## config.mk

```make
export PLATFORM = sky130hd
export DESIGN_NAME = gmii_rx_top
export DESIGN_NICKNAME = d
export VERILOG_FILES = /design/src/eth_rx_pkg.sv /design/src/crc32_eth.sv /design/src/gmii_rx_parser.sv /design/src/rx_frame_buffer.sv /design/src/rx_frame_reader.sv /design/src/gmii_rx_top.sv
export SDC_FILE = /design/constraint.sdc
export NUM_CORES = 2
export LEC_CHECK = 0
export ABC_AREA = 1
export BUFFER_PORTS_ARGS = -buffer_cell sky130_fd_sc_hd__buf_2
export CORE_UTILIZATION = 40
export CTS_CLUSTER_DIAMETER = 200
export DETAILED_ROUTE_END_ITERATION = 7
export PLACE_DENSITY = 0.53
export SLEW_MARGIN = 5
export SYNTH_ARGS = -nofsm -noshare
export SYNTH_HDL_FRONTEND = slang
export SYNTH_SLANG_ARGS = --single-unit
export TNS_END_PERCENT = 10
```

## constraint.sdc

```tcl
create_clock -name gmii_rx_clk -period 6.8 [get_ports gmii_rx_clk]
set_input_delay 0.34 -clock gmii_rx_clk [delete_from_list [all_inputs] [get_ports gmii_rx_clk]]
set_output_delay 0.34 -clock gmii_rx_clk [all_outputs]
set_load 0.02 [all_outputs]
```

## src/eth_rx_pkg.sv

```systemverilog
`default_nettype none

package eth_rx_pkg;

	////////////////////////////////////////////////////////////
	// Data path widths

	// One buffer word, packed big endian from the wire
	localparam int word_bits = 32;

	// Count of valid bytes in a word, 1 to 4
	localparam int lane_bits = 3;

	////////////////////////////////////////////////////////////
	// Frame buffer geometry

	localparam int buf_depth = 64;
	localparam int buf_addr_bits = 6;

	////////////////////////////////////////////////////////////
	// GMII symbols and CRC constants

	localparam logic [7:0] gmii_preamble = 8'h55;
	localparam logic [7:0] gmii_sfd = 8'hd5;

	// Reflected form of the 802.3 polynomial
	localparam logic [31:0] crc32_poly = 32'hedb88320;

	// One byte through the reflected CRC, LSB of the byte first
	function automatic logic [31:0] crc32_next(input logic [31:0] crc, input logic [7:0] din);
		logic [31:0] c;
		c = crc;
		for (int i = 0; i < 8; i++) begin
			if (c[0] ^ din[i])
				c = (c >> 1) ^ crc32_poly;
			else
				c = c >> 1;
		end
		return c;
	endfunction

endpackage

`default_nettype wire

```

## src/crc32_eth.sv

```systemverilog
`default_nettype none

module crc32_eth
	import eth_rx_pkg::*;
(
	input wire gmii_rx_clk,
	input wire arst_n,

	// Restart at all ones for a new frame
	input wire clear,

	// Fold din into the running CRC
	input wire update,
	input wire [7:0] din,

	// Final FCS in the byte order it appears on the wire
	output logic [31:0] crc
);

	logic [31:0] crc_q;

	////////////////////////////////////////////////////////////
	// CRC state register

	always_ff @(posedge gmii_rx_clk or negedge arst_n) begin
		if (!arst_n) begin
			crc_q <= 32'hffffffff;
		end else if (clear) begin
			crc_q <= 32'hffffffff;
		end else if (update) begin
			crc_q <= crc32_next(crc_q, din);
		end
	end

	////////////////////////////////////////////////////////////
	// Output formatting

	// Low byte of the register goes out first
	// so it lands in the top lane of a packed word
	assign crc = {~crc_q[7:0], ~crc_q[15:8], ~crc_q[23:16], ~crc_q[31:24]};

endmodule

`default_nettype wire

```

## src/gmii_rx_parser.sv

```systemverilog
`default_nettype none

module gmii_rx_parser
	import eth_rx_pkg::*;
(
	input wire gmii_rx_clk,
	input wire arst_n,

	// GMII receive side
	input wire gmii_rx_dv,
	input wire gmii_rx_er,
	input wire [7:0] gmii_rxd,

	// Word stream into the frame buffer
	output logic wr_start,
	output logic wr_strobe,
	output logic [word_bits-1:0] wr_data,
	output logic [lane_bits-1:0] wr_bytes,
	output logic wr_commit,
	output logic wr_drop
);

	typedef enum logic [2:0] {
		st_idle,
		st_preamble,
		st_frame,
		st_verdict,
		st_discard
	} rx_state_t;

	rx_state_t state;

	// Last four bytes seen, possibly the FCS
	logic [31:0] hold;
	logic [2:0] hold_cnt;

	// Partial word being packed from bytes leaving the hold register
	logic [23:0] pack;
	logic [1:0] pack_cnt;

	// Frame flags for the verdict
	logic err_seen;
	logic payload_seen;

	logic crc_clear;
	logic crc_update;
	logic [31:0] crc_calc;

	////////////////////////////////////////////////////////////
	// CRC over bytes leaving the hold register

	// Restart on the SFD
	assign crc_clear = (state == st_preamble) && gmii_rx_dv && !gmii_rx_er &&
		(gmii_rxd == gmii_sfd);

	// A byte only leaves once four newer ones are behind it
	assign crc_update = (state == st_frame) && gmii_rx_dv && (hold_cnt == 3'd4);

	crc32_eth crc32_eth_i (
		.gmii_rx_clk(gmii_rx_clk),
		.arst_n(arst_n),
		.clear(crc_clear),
		.update(crc_update),
		.din(hold[31:24]),
		.crc(crc_calc)
	);

	////////////////////////////////////////////////////////////
	// Byte delay, packing and word output

	always_ff @(posedge gmii_rx_clk) begin
		if ((state == st_frame) && gmii_rx_dv)
			hold <= {hold[23:0], gmii_rxd};

		if (crc_update)
			pack <= {pack[15:0], hold[31:24]};

		// Fourth byte completes a word
		if (crc_update && (pack_cnt == 2'd3)) begin
			wr_data <= {pack, hold[31:24]};
			wr_bytes <= 3'd4;
		end else if ((state == st_frame) && !gmii_rx_dv) begin
			// Leftover bytes go out left aligned
			wr_bytes <= {1'b0, pack_cnt};
			case (pack_cnt)
				2'd1: wr_data <= {pack[7:0], 24'h0};
				2'd2: wr_data <= {pack[15:0], 16'h0};
				2'd3: wr_data <= {pack, 8'h0};
				default: ;
			endcase
		end
	end

	////////////////////////////////////////////////////////////
	// Receive FSM

	always_ff @(posedge gmii_rx_clk or negedge arst_n) begin
		if (!arst_n) begin
			state <= st_idle;
			hold_cnt <= '0;
			pack_cnt <= '0;
			err_seen <= 1'b0;
			payload_seen <= 1'b0;
			wr_start <= 1'b0;
			wr_strobe <= 1'b0;
			wr_commit <= 1'b0;
			wr_drop <= 1'b0;
		end else begin
			// Strobes default low
			wr_start <= 1'b0;
			wr_strobe <= 1'b0;
			wr_commit <= 1'b0;
			wr_drop <= 1'b0;

			case (state)
				st_idle: begin
					// Anything but a clean preamble byte is skipped
					if (gmii_rx_dv) begin
						if (!gmii_rx_er && (gmii_rxd == gmii_preamble))
							state <= st_preamble;
						else
							state <= st_discard;
					end
				end

				st_preamble: begin
					if (!gmii_rx_dv) begin
						state <= st_idle;
					end else if (gmii_rx_er) begin
						state <= st_discard;
					end else if (gmii_rxd == gmii_sfd) begin
						// Frame begins, buffer gets told now
						wr_start <= 1'b1;
						hold_cnt <= '0;
						pack_cnt <= '0;
						err_seen <= 1'b0;
						payload_seen <= 1'b0;
						state <= st_frame;
					end else if (gmii_rxd != gmii_preamble) begin
						state <= st_discard;
					end
				end

				st_frame: begin
					if (gmii_rx_dv) begin
						if (hold_cnt != 3'd4)
							hold_cnt <= hold_cnt + 3'd1;
						if (gmii_rx_er)
							err_seen <= 1'b1;
						if (crc_update) begin
							payload_seen <= 1'b1;
							pack_cnt <= pack_cnt + 2'd1;
							if (pack_cnt == 2'd3)
								wr_strobe <= 1'b1;
						end
					end else begin
						// End of frame, flush any partial word
						if (pack_cnt != 2'd0)
							wr_strobe <= 1'b1;
						state <= st_verdict;
					end
				end

				st_verdict: begin
					// Hold now has the received FCS, CRC is final
					if (payload_seen && !err_seen && (hold == crc_calc))
						wr_commit <= 1'b1;
					else
						wr_drop <= 1'b1;
					state <= st_idle;
				end

				st_discard: begin
					if (!gmii_rx_dv)
						state <= st_idle;
				end

				default: state <= st_idle;
			endcase
		end
	end

	////////////////////////////////////////////////////////////
	// Checks

	// One verdict at a time
	assert property (@(posedge gmii_rx_clk) disable iff (!arst_n)
		!(wr_commit && wr_drop));

	// Every frame that reached data gets its verdict two cycles after dv drops
	assert property (@(posedge gmii_rx_clk) disable iff (!arst_n)
		((state == st_frame) && !gmii_rx_dv) |-> ##2 (wr_commit || wr_drop));

endmodule

`default_nettype wire

```

## src/rx_frame_buffer.sv

```systemverilog
`default_nettype none

module rx_frame_buffer
	import eth_rx_pkg::*;
(
	input wire gmii_rx_clk,
	input wire arst_n,

	// Tentative writes from the parser
	input wire wr_start,
	input wire wr_strobe,
	input wire [word_bits-1:0] wr_data,
	input wire [lane_bits-1:0] wr_bytes,
	input wire wr_commit,
	input wire wr_drop,

	// Head of committed data
	input wire rd_strobe,
	output logic avail,
	output logic [word_bits-1:0] rd_data,
	output logic [lane_bits-1:0] rd_bytes,
	output logic rd_last,

	// Frame thrown away for lack of space
	output logic overflow_drop
);

	// Word storage, byte counts and end-of-frame flags
	logic [word_bits-1:0] data_mem [buf_depth];
	logic [lane_bits-1:0] bytes_mem [buf_depth];
	logic [buf_depth-1:0] last_mem;

	// Pointers carry one extra wrap bit
	logic [buf_addr_bits:0] wr_tent;
	logic [buf_addr_bits:0] wr_comm;
	logic [buf_addr_bits:0] rd_ptr;

	// Where the newest word of the current frame went
	logic [buf_addr_bits-1:0] last_addr;

	// Set once this frame hit a full buffer
	logic frame_ovf;

	logic full;
	logic ram_we;
	logic commit_ok;

	////////////////////////////////////////////////////////////
	// Status

	// Full counts tentative words too
	assign full = (wr_tent[buf_addr_bits] != rd_ptr[buf_addr_bits]) &&
		(wr_tent[buf_addr_bits-1:0] == rd_ptr[buf_addr_bits-1:0]);

	// Rest of an overflowed frame is ignored
	assign ram_we = wr_strobe && !full && !frame_ovf;

	// Only a clean frame with at least one word gets published
	assign commit_ok = wr_commit && !frame_ovf && (wr_tent != wr_comm);

	assign avail = (wr_comm != rd_ptr);

	////////////////////////////////////////////////////////////
	// Storage

	always_ff @(posedge gmii_rx_clk) begin
		if (ram_we) begin
			data_mem[wr_tent[buf_addr_bits-1:0]] <= wr_data;
			bytes_mem[wr_tent[buf_addr_bits-1:0]] <= wr_bytes;
			last_mem[wr_tent[buf_addr_bits-1:0]] <= 1'b0;
			last_addr <= wr_tent[buf_addr_bits-1:0];
		end
		// Mark the final word once the frame is known good
		if (commit_ok)
			last_mem[last_addr] <= 1'b1;
	end

	assign rd_data = data_mem[rd_ptr[buf_addr_bits-1:0]];
	assign rd_bytes = bytes_mem[rd_ptr[buf_addr_bits-1:0]];
	assign rd_last = last_mem[rd_ptr[buf_addr_bits-1:0]];

	////////////////////////////////////////////////////////////
	// Pointer control

	always_ff @(posedge gmii_rx_clk or negedge arst_n) begin
		if (!arst_n) begin
			wr_tent <= '0;
			wr_comm <= '0;
			rd_ptr <= '0;
			frame_ovf <= 1'b0;
			overflow_drop <= 1'b0;
		end else begin
			overflow_drop <= 1'b0;

			if (ram_we)
				wr_tent <= wr_tent + 1'b1;

			if (wr_start)
				frame_ovf <= 1'b0;
			else if (wr_strobe && full)
				frame_ovf <= 1'b1;

			// Rewind on a bad frame or one that did not fit
			if (wr_drop || (wr_commit && frame_ovf)) begin
				wr_tent <= wr_comm;
				frame_ovf <= 1'b0;
			end else if (commit_ok) begin
				wr_comm <= wr_tent;
			end

			if (wr_commit && frame_ovf)
				overflow_drop <= 1'b1;

			if (rd_strobe)
				rd_ptr <= rd_ptr + 1'b1;
		end
	end

	////////////////////////////////////////////////////////////
	// Checks

	// Reader never pops an empty buffer
	assert property (@(posedge gmii_rx_clk) disable iff (!arst_n)
		rd_strobe |-> avail);

	// Writer never laps the reader
	assert property (@(posedge gmii_rx_clk) disable iff (!arst_n)
		(buf_addr_bits + 1)'(wr_tent - rd_ptr) <= buf_depth);

endmodule

`default_nettype wire

```

## src/rx_frame_reader.sv

```systemverilog
`default_nettype none

module rx_frame_reader
	import eth_rx_pkg::*;
(
	input wire gmii_rx_clk,
	input wire arst_n,

	// Buffer head
	input wire avail,
	input wire [word_bits-1:0] rd_data,
	input wire [lane_bits-1:0] rd_bytes,
	input wire rd_last,

	// Frame events for the counters
	input wire wr_commit_seen,
	input wire crc_drop_seen,
	input wire overflow_drop,

	output logic rd_strobe,

	// Word stream to the upper layer
	output logic out_valid,
	output logic [word_bits-1:0] out_data,
	output logic [lane_bits-1:0] out_bytes,
	output logic out_first,
	output logic out_last,

	output logic [15:0] frame_count,
	output logic [15:0] crc_err_count,
	output logic [15:0] overflow_count
);

	// Next popped word opens a frame
	logic at_start;
	logic frame_done;

	// Committed frames not yet fully drained
	logic [buf_addr_bits:0] frames_pending;

	// No back-pressure, take every word as soon as it is there
	assign rd_strobe = avail;
	assign frame_done = rd_strobe && rd_last;

	////////////////////////////////////////////////////////////
	// Output word

	always_ff @(posedge gmii_rx_clk) begin
		if (rd_strobe) begin
			out_data <= rd_data;
			out_bytes <= rd_bytes;
		end
	end

	always_ff @(posedge gmii_rx_clk or negedge arst_n) begin
		if (!arst_n) begin
			out_valid <= 1'b0;
			out_first <= 1'b0;
			out_last <= 1'b0;
			at_start <= 1'b1;
		end else begin
			out_valid <= rd_strobe;
			out_first <= rd_strobe && at_start;
			out_last <= frame_done;
			if (rd_strobe)
				at_start <= rd_last;
		end
	end

	////////////////////////////////////////////////////////////
	// Counters

	always_ff @(posedge gmii_rx_clk or negedge arst_n) begin
		if (!arst_n) begin
			frame_count <= '0;
			crc_err_count <= '0;
			overflow_count <= '0;
			frames_pending <= '0;
		end else begin
			if (frame_done)
				frame_count <= frame_count + 16'd1;
			if (crc_drop_seen)
				crc_err_count <= crc_err_count + 16'd1;
			if (overflow_drop)
				overflow_count <= overflow_count + 16'd1;

			// Overflowed commits are taken back a cycle later
			frames_pending <= frames_pending
				+ {{buf_addr_bits{1'b0}}, wr_commit_seen}
				- {{buf_addr_bits{1'b0}}, overflow_drop}
				- {{buf_addr_bits{1'b0}}, frame_done};
		end
	end

	// Words only flow for frames the parser committed
	assert property (@(posedge gmii_rx_clk) disable iff (!arst_n)
		rd_strobe |-> (frames_pending != '0));

endmodule

`default_nettype wire

```

## src/gmii_rx_top.sv

```systemverilog
`default_nettype none

module gmii_rx_top
	import eth_rx_pkg::*;
(
	input wire gmii_rx_clk,
	input wire arst_n,

	input wire gmii_rx_dv,
	input wire gmii_rx_er,
	input wire [7:0] gmii_rxd,

	output logic out_valid,
	output logic [word_bits-1:0] out_data,
	output logic [lane_bits-1:0] out_bytes,
	output logic out_first,
	output logic out_last,

	output logic [15:0] frame_count,
	output logic [15:0] crc_err_count,
	output logic [15:0] overflow_count
);

	////////////////////////////////////////////////////////////
	// Parser to buffer

	logic wr_start;
	logic wr_strobe;
	logic [word_bits-1:0] wr_data;
	logic [lane_bits-1:0] wr_bytes;
	logic wr_commit;
	logic wr_drop;

	// Buffer to reader
	logic avail;
	logic [word_bits-1:0] rd_data;
	logic [lane_bits-1:0] rd_bytes;
	logic rd_last;
	logic rd_strobe;
	logic overflow_drop;

	gmii_rx_parser gmii_rx_parser_i (
		.gmii_rx_clk(gmii_rx_clk),
		.arst_n(arst_n),
		.gmii_rx_dv(gmii_rx_dv),
		.gmii_rx_er(gmii_rx_er),
		.gmii_rxd(gmii_rxd),
		.wr_start(wr_start),
		.wr_strobe(wr_strobe),
		.wr_data(wr_data),
		.wr_bytes(wr_bytes),
		.wr_commit(wr_commit),
		.wr_drop(wr_drop)
	);

	rx_frame_buffer rx_frame_buffer_i (
		.gmii_rx_clk(gmii_rx_clk),
		.arst_n(arst_n),
		.wr_start(wr_start),
		.wr_strobe(wr_strobe),
		.wr_data(wr_data),
		.wr_bytes(wr_bytes),
		.wr_commit(wr_commit),
		.wr_drop(wr_drop),
		.rd_strobe(rd_strobe),
		.avail(avail),
		.rd_data(rd_data),
		.rd_bytes(rd_bytes),
		.rd_last(rd_last),
		.overflow_drop(overflow_drop)
	);

	// Parser drops count as CRC errors
	rx_frame_reader rx_frame_reader_i (
		.gmii_rx_clk(gmii_rx_clk),
		.arst_n(arst_n),
		.avail(avail),
		.rd_data(rd_data),
		.rd_bytes(rd_bytes),
		.rd_last(rd_last),
		.wr_commit_seen(wr_commit),
		.crc_drop_seen(wr_drop),
		.overflow_drop(overflow_drop),
		.rd_strobe(rd_strobe),
		.out_valid(out_valid),
		.out_data(out_data),
		.out_bytes(out_bytes),
		.out_first(out_first),
		.out_last(out_last),
		.frame_count(frame_count),
		.crc_err_count(crc_err_count),
		.overflow_count(overflow_count)
	);

endmodule

`default_nettype wire

```

==> flow_metrics.env <==
export IMPL_syn_nets=8122
export IMPL_setup_violations=0
export IMPL_grt_overflow_total=0
export IMPL_relSlewSlack=0.131
export IMPL_vias=66713
export IMPL_leakagePower_nw=38.5
export IMPL_clock_latency_ns=0.93
export IMPL_h_tree_depth=5
export IMPL_async_reset_ff_frac=0.0473
export IMPL_finalClockSkew_ns=0.0476
export IMPL_cts_tree="built"
export IMPL_p_per_area_nw_per_um2=273
export IMPL_cts_made_buffers=286
export IMPL_antenna_found_initial=10
export IMPL_grt_pass1_wl_microns=445000
export IMPL_synth_warnings=0
export IMPL_place_congestion=0.849
export IMPL_drt_initial_drc_count=7780
export IMPL_hold_violations=0
export IMPL_io_pins=98
export IMPL_initial_core_util=0.402
export IMPL_synth_edff_count=2369
export IMPL_syn_mean_instance_area_sq_um=12.6
export IMPL_crit_path_end_kind="flop"
export IMPL_path_class="flop to flop"
export IMPL_yosysTopAreaCellShare=0.696
export IMPL_period_needed_ns=4.36
export IMPL_crit_required_ns=7.32
export IMPL_synth_most_common_cell="edfxtp_1"
export IMPL_routed_wl_microns=308000
export IMPL_synth_area_leaders="edfxtp_1 (70%), o21ai_0 (5.9%), nor2_1 (5.3%)"
export IMPL_io_buffers=97
export IMPL_ys_flop_type="edfxtp_1"
export IMPL_status="completed"
export IMPL_rsz0062_at_grt="false"
export IMPL_seq_area_frac_synth=0.739
export IMPL_cap_violations=0
export IMPL_min_delay_path_class="input port to flop"
export IMPL_setup_tns_ns=0
export IMPL_fin_crit_sh=0.641
export IMPL_max_freq_mhz=229
export IMPL_detail_route_antenna_nets=0
export IMPL_postCtsSetupBuffers=0
export IMPL_start_kind="flop"
export IMPL_utilization=0.453
export IMPL_synth_area_leader_cell="edfxtp_1"
export IMPL_dpl_hpwl_microns=162000
export IMPL_via_per_inst=5.69
export IMPL_post_route_drc_count=0
export IMPL_clk_pin_slew_ns=0.06
export IMPL_filler_cell_count=22942
export IMPL_wire_per_inst_microns=26.3
export IMPL_grt_max_degree=212
export IMPL_cts_buffer_depth=4
export IMPL_area_growth_syn_to_layout_pct=12.7
export IMPL_critPathMaxFanout=40
export IMPL_totalPowerFinal_mw=31.5
export IMPL_fp_dieArea_sq_um=258000
export IMPL_synth_cell_types=50
export IMPL_drive_above_1_share=0.0938
export IMPL_cts_root_buffer="clkbuf_16"
export IMPL_std_cell_rows=185
export IMPL_arrival_ns=4.88
export IMPL_slew_viol_final=0
export IMPL_peakVddDrop_v=0.000237
export IMPL_drt_first_pass_iters=6
export IMPL_synth_cells=8097
export IMPL_die_w_microns=507
export IMPL_grt_usage=0.236
export IMPL_nNetsFinal=8177
export IMPL_die_height_microns=507
export IMPL_synth_seq_cells=2557
export IMPL_clock_sinks=2557
export IMPL_ys_top_cells_by_count="edfxtp_1 (2369), nor2_1 (1437), o21ai_0 (1202), nand2_1 (676), nand3_1 (407)"
export IMPL_synth_area_sq_um=102000
export IMPL_worst_slew_pin_slew_ns=1.30
export IMPL_core_sq_um=254000
export IMPL_grt_pass1_vias=63640
critical path, cell delays in order, from the launching register on:
cell and delay [ns]:
dfrtp_1 0.47, nor3_4 0.30, inv_2 0.10, nor2_4 0.72, inv_2 0.15, nor2_8 0.58
inv_2 0.36, nor2_8 0.22, inv_2 0.19, a21oi_4 0.82
kinds of logic after synthesis:
family,count (synthesis),synth area share
AO/OA/AOI/OAI,2025,0.112
XOR/XNOR,141,0.0121
adder cells (fa/ha/maj),13,0.00159
buffers and inverters,740,0.0317
flip-flops,2557,0.739
multiplexers,1,0.000110
AND/OR/NAND/NOR,2620,0.104
worst paths after layout:
check | from | end | slack, ns | depth (start not counted)
hold / removal | gmii_rxd[4] | gmii_rx_parser_i.hold[4] | 0.14 | 2
setup / recovery | gmii_rx_parser_i.state[2] | gmii_rx_parser_i.wr_data[9] | 2.44 | 9
max in group asynchronous | arst_n | rx_frame_reader_i.out_valid | 4.64 | 4
setup reg to reg | gmii_rx_parser_i.state[2] | gmii_rx_parser_i.wr_data[9] | 2.44 | 9
hold reg to reg | gmii_rx_parser_i.wr_start | rx_frame_buffer_i.frame_ovf | 0.39 | 1
min in group asynchronous | arst_n | rx_frame_reader_i.out_first | 0.52 | 3
what timing repair did:
action	CTS	global route
endpoints found under the hold margin	86	0
hold buffers	15	0
gates resized for setup	0	0
where the power goes:
| group | leakage (nW) | internal (mW) | switching [mW] | total (mW) |
|---|---|---|---|---|
| clock | 4.13 | 8.21 | 6.05 | 14.3 |
| combinational | 11.1 | 0.0673 | 0.123 | 0.190 |
| sequential | 23.2 | 17.0 | 0.0339 | 17.0 |
| total | 38.5 | 25.2 | 6.21 | 31.5 |
cell usage in the layout, fill, tap and decap left out, types with 18 or more instances in the layout:
master,instances
a21oi_1,106
buf_12,18
buf_2,96
buf_4,157
clkbuf_1,58
clkbuf_16,295
clkinv_1,65
clkinv_2,43
dfrtp_1,84
dfstp_2,33
dfxtp_1,64
edfxtp_1,2369
inv_1,201
nand2_1,675
nand3_1,407
nor2_1,1386
nor2_4,53
nor3_1,33
nor3_2,21
o211ai_1,198
o21ai_0,1202
o21ai_1,98
o221ai_1,82
o22ai_1,315
xnor2_1,59
xor2_1,82
stage by stage:
step	cell area (sq um)	hold WS (ns)	setup WS, ns	std cells
after floorplan	102000	0.0444	2.58	8097
after global placement	107000	0.389	2.43	11215
after detailed placement	107000	0.386	2.37	11215
after CTS	115000	0.0648	2.36	11713
after global routing	115000	0.0990	2.03	11715
final	115000	0.138	2.44	11719
flip-flops by register name (all words and copies together) (netlist names), 24 cells and up:
name	cells
rx_frame_reader_i.out_data	32
rx_frame_buffer_i.bytes_mem	192
gmii_rx_parser_i.crc32_eth_i.crc_q	32
gmii_rx_parser_i.hold	32
rx_frame_buffer_i.last_mem	64
gmii_rx_parser_i.pack	24
rx_frame_buffer_i.data_mem	2048
gmii_rx_parser_i.wr_data	32
layer usage:
layer  track usage  part of all wire
met1         0.330              0.43
met3        0.0363             0.073
met4        0.0637             0.024
met2         0.381              0.47
met5             0          0.000042
final cells by class:
cell class                 count  area (sq um)  area share
timing repair buffer         287          2180      0.0189
clock buffer                 354          7610      0.0661
inverter                     220           863     0.00749
sequential                  2557         75600       0.656
tap                         3366          4210      0.0366
antenna                        6          15.0    0.000130
clock inverter               129           837     0.00727
multi-input combinational   4800         23900       0.208
Power figures use the tool's default switching activity.
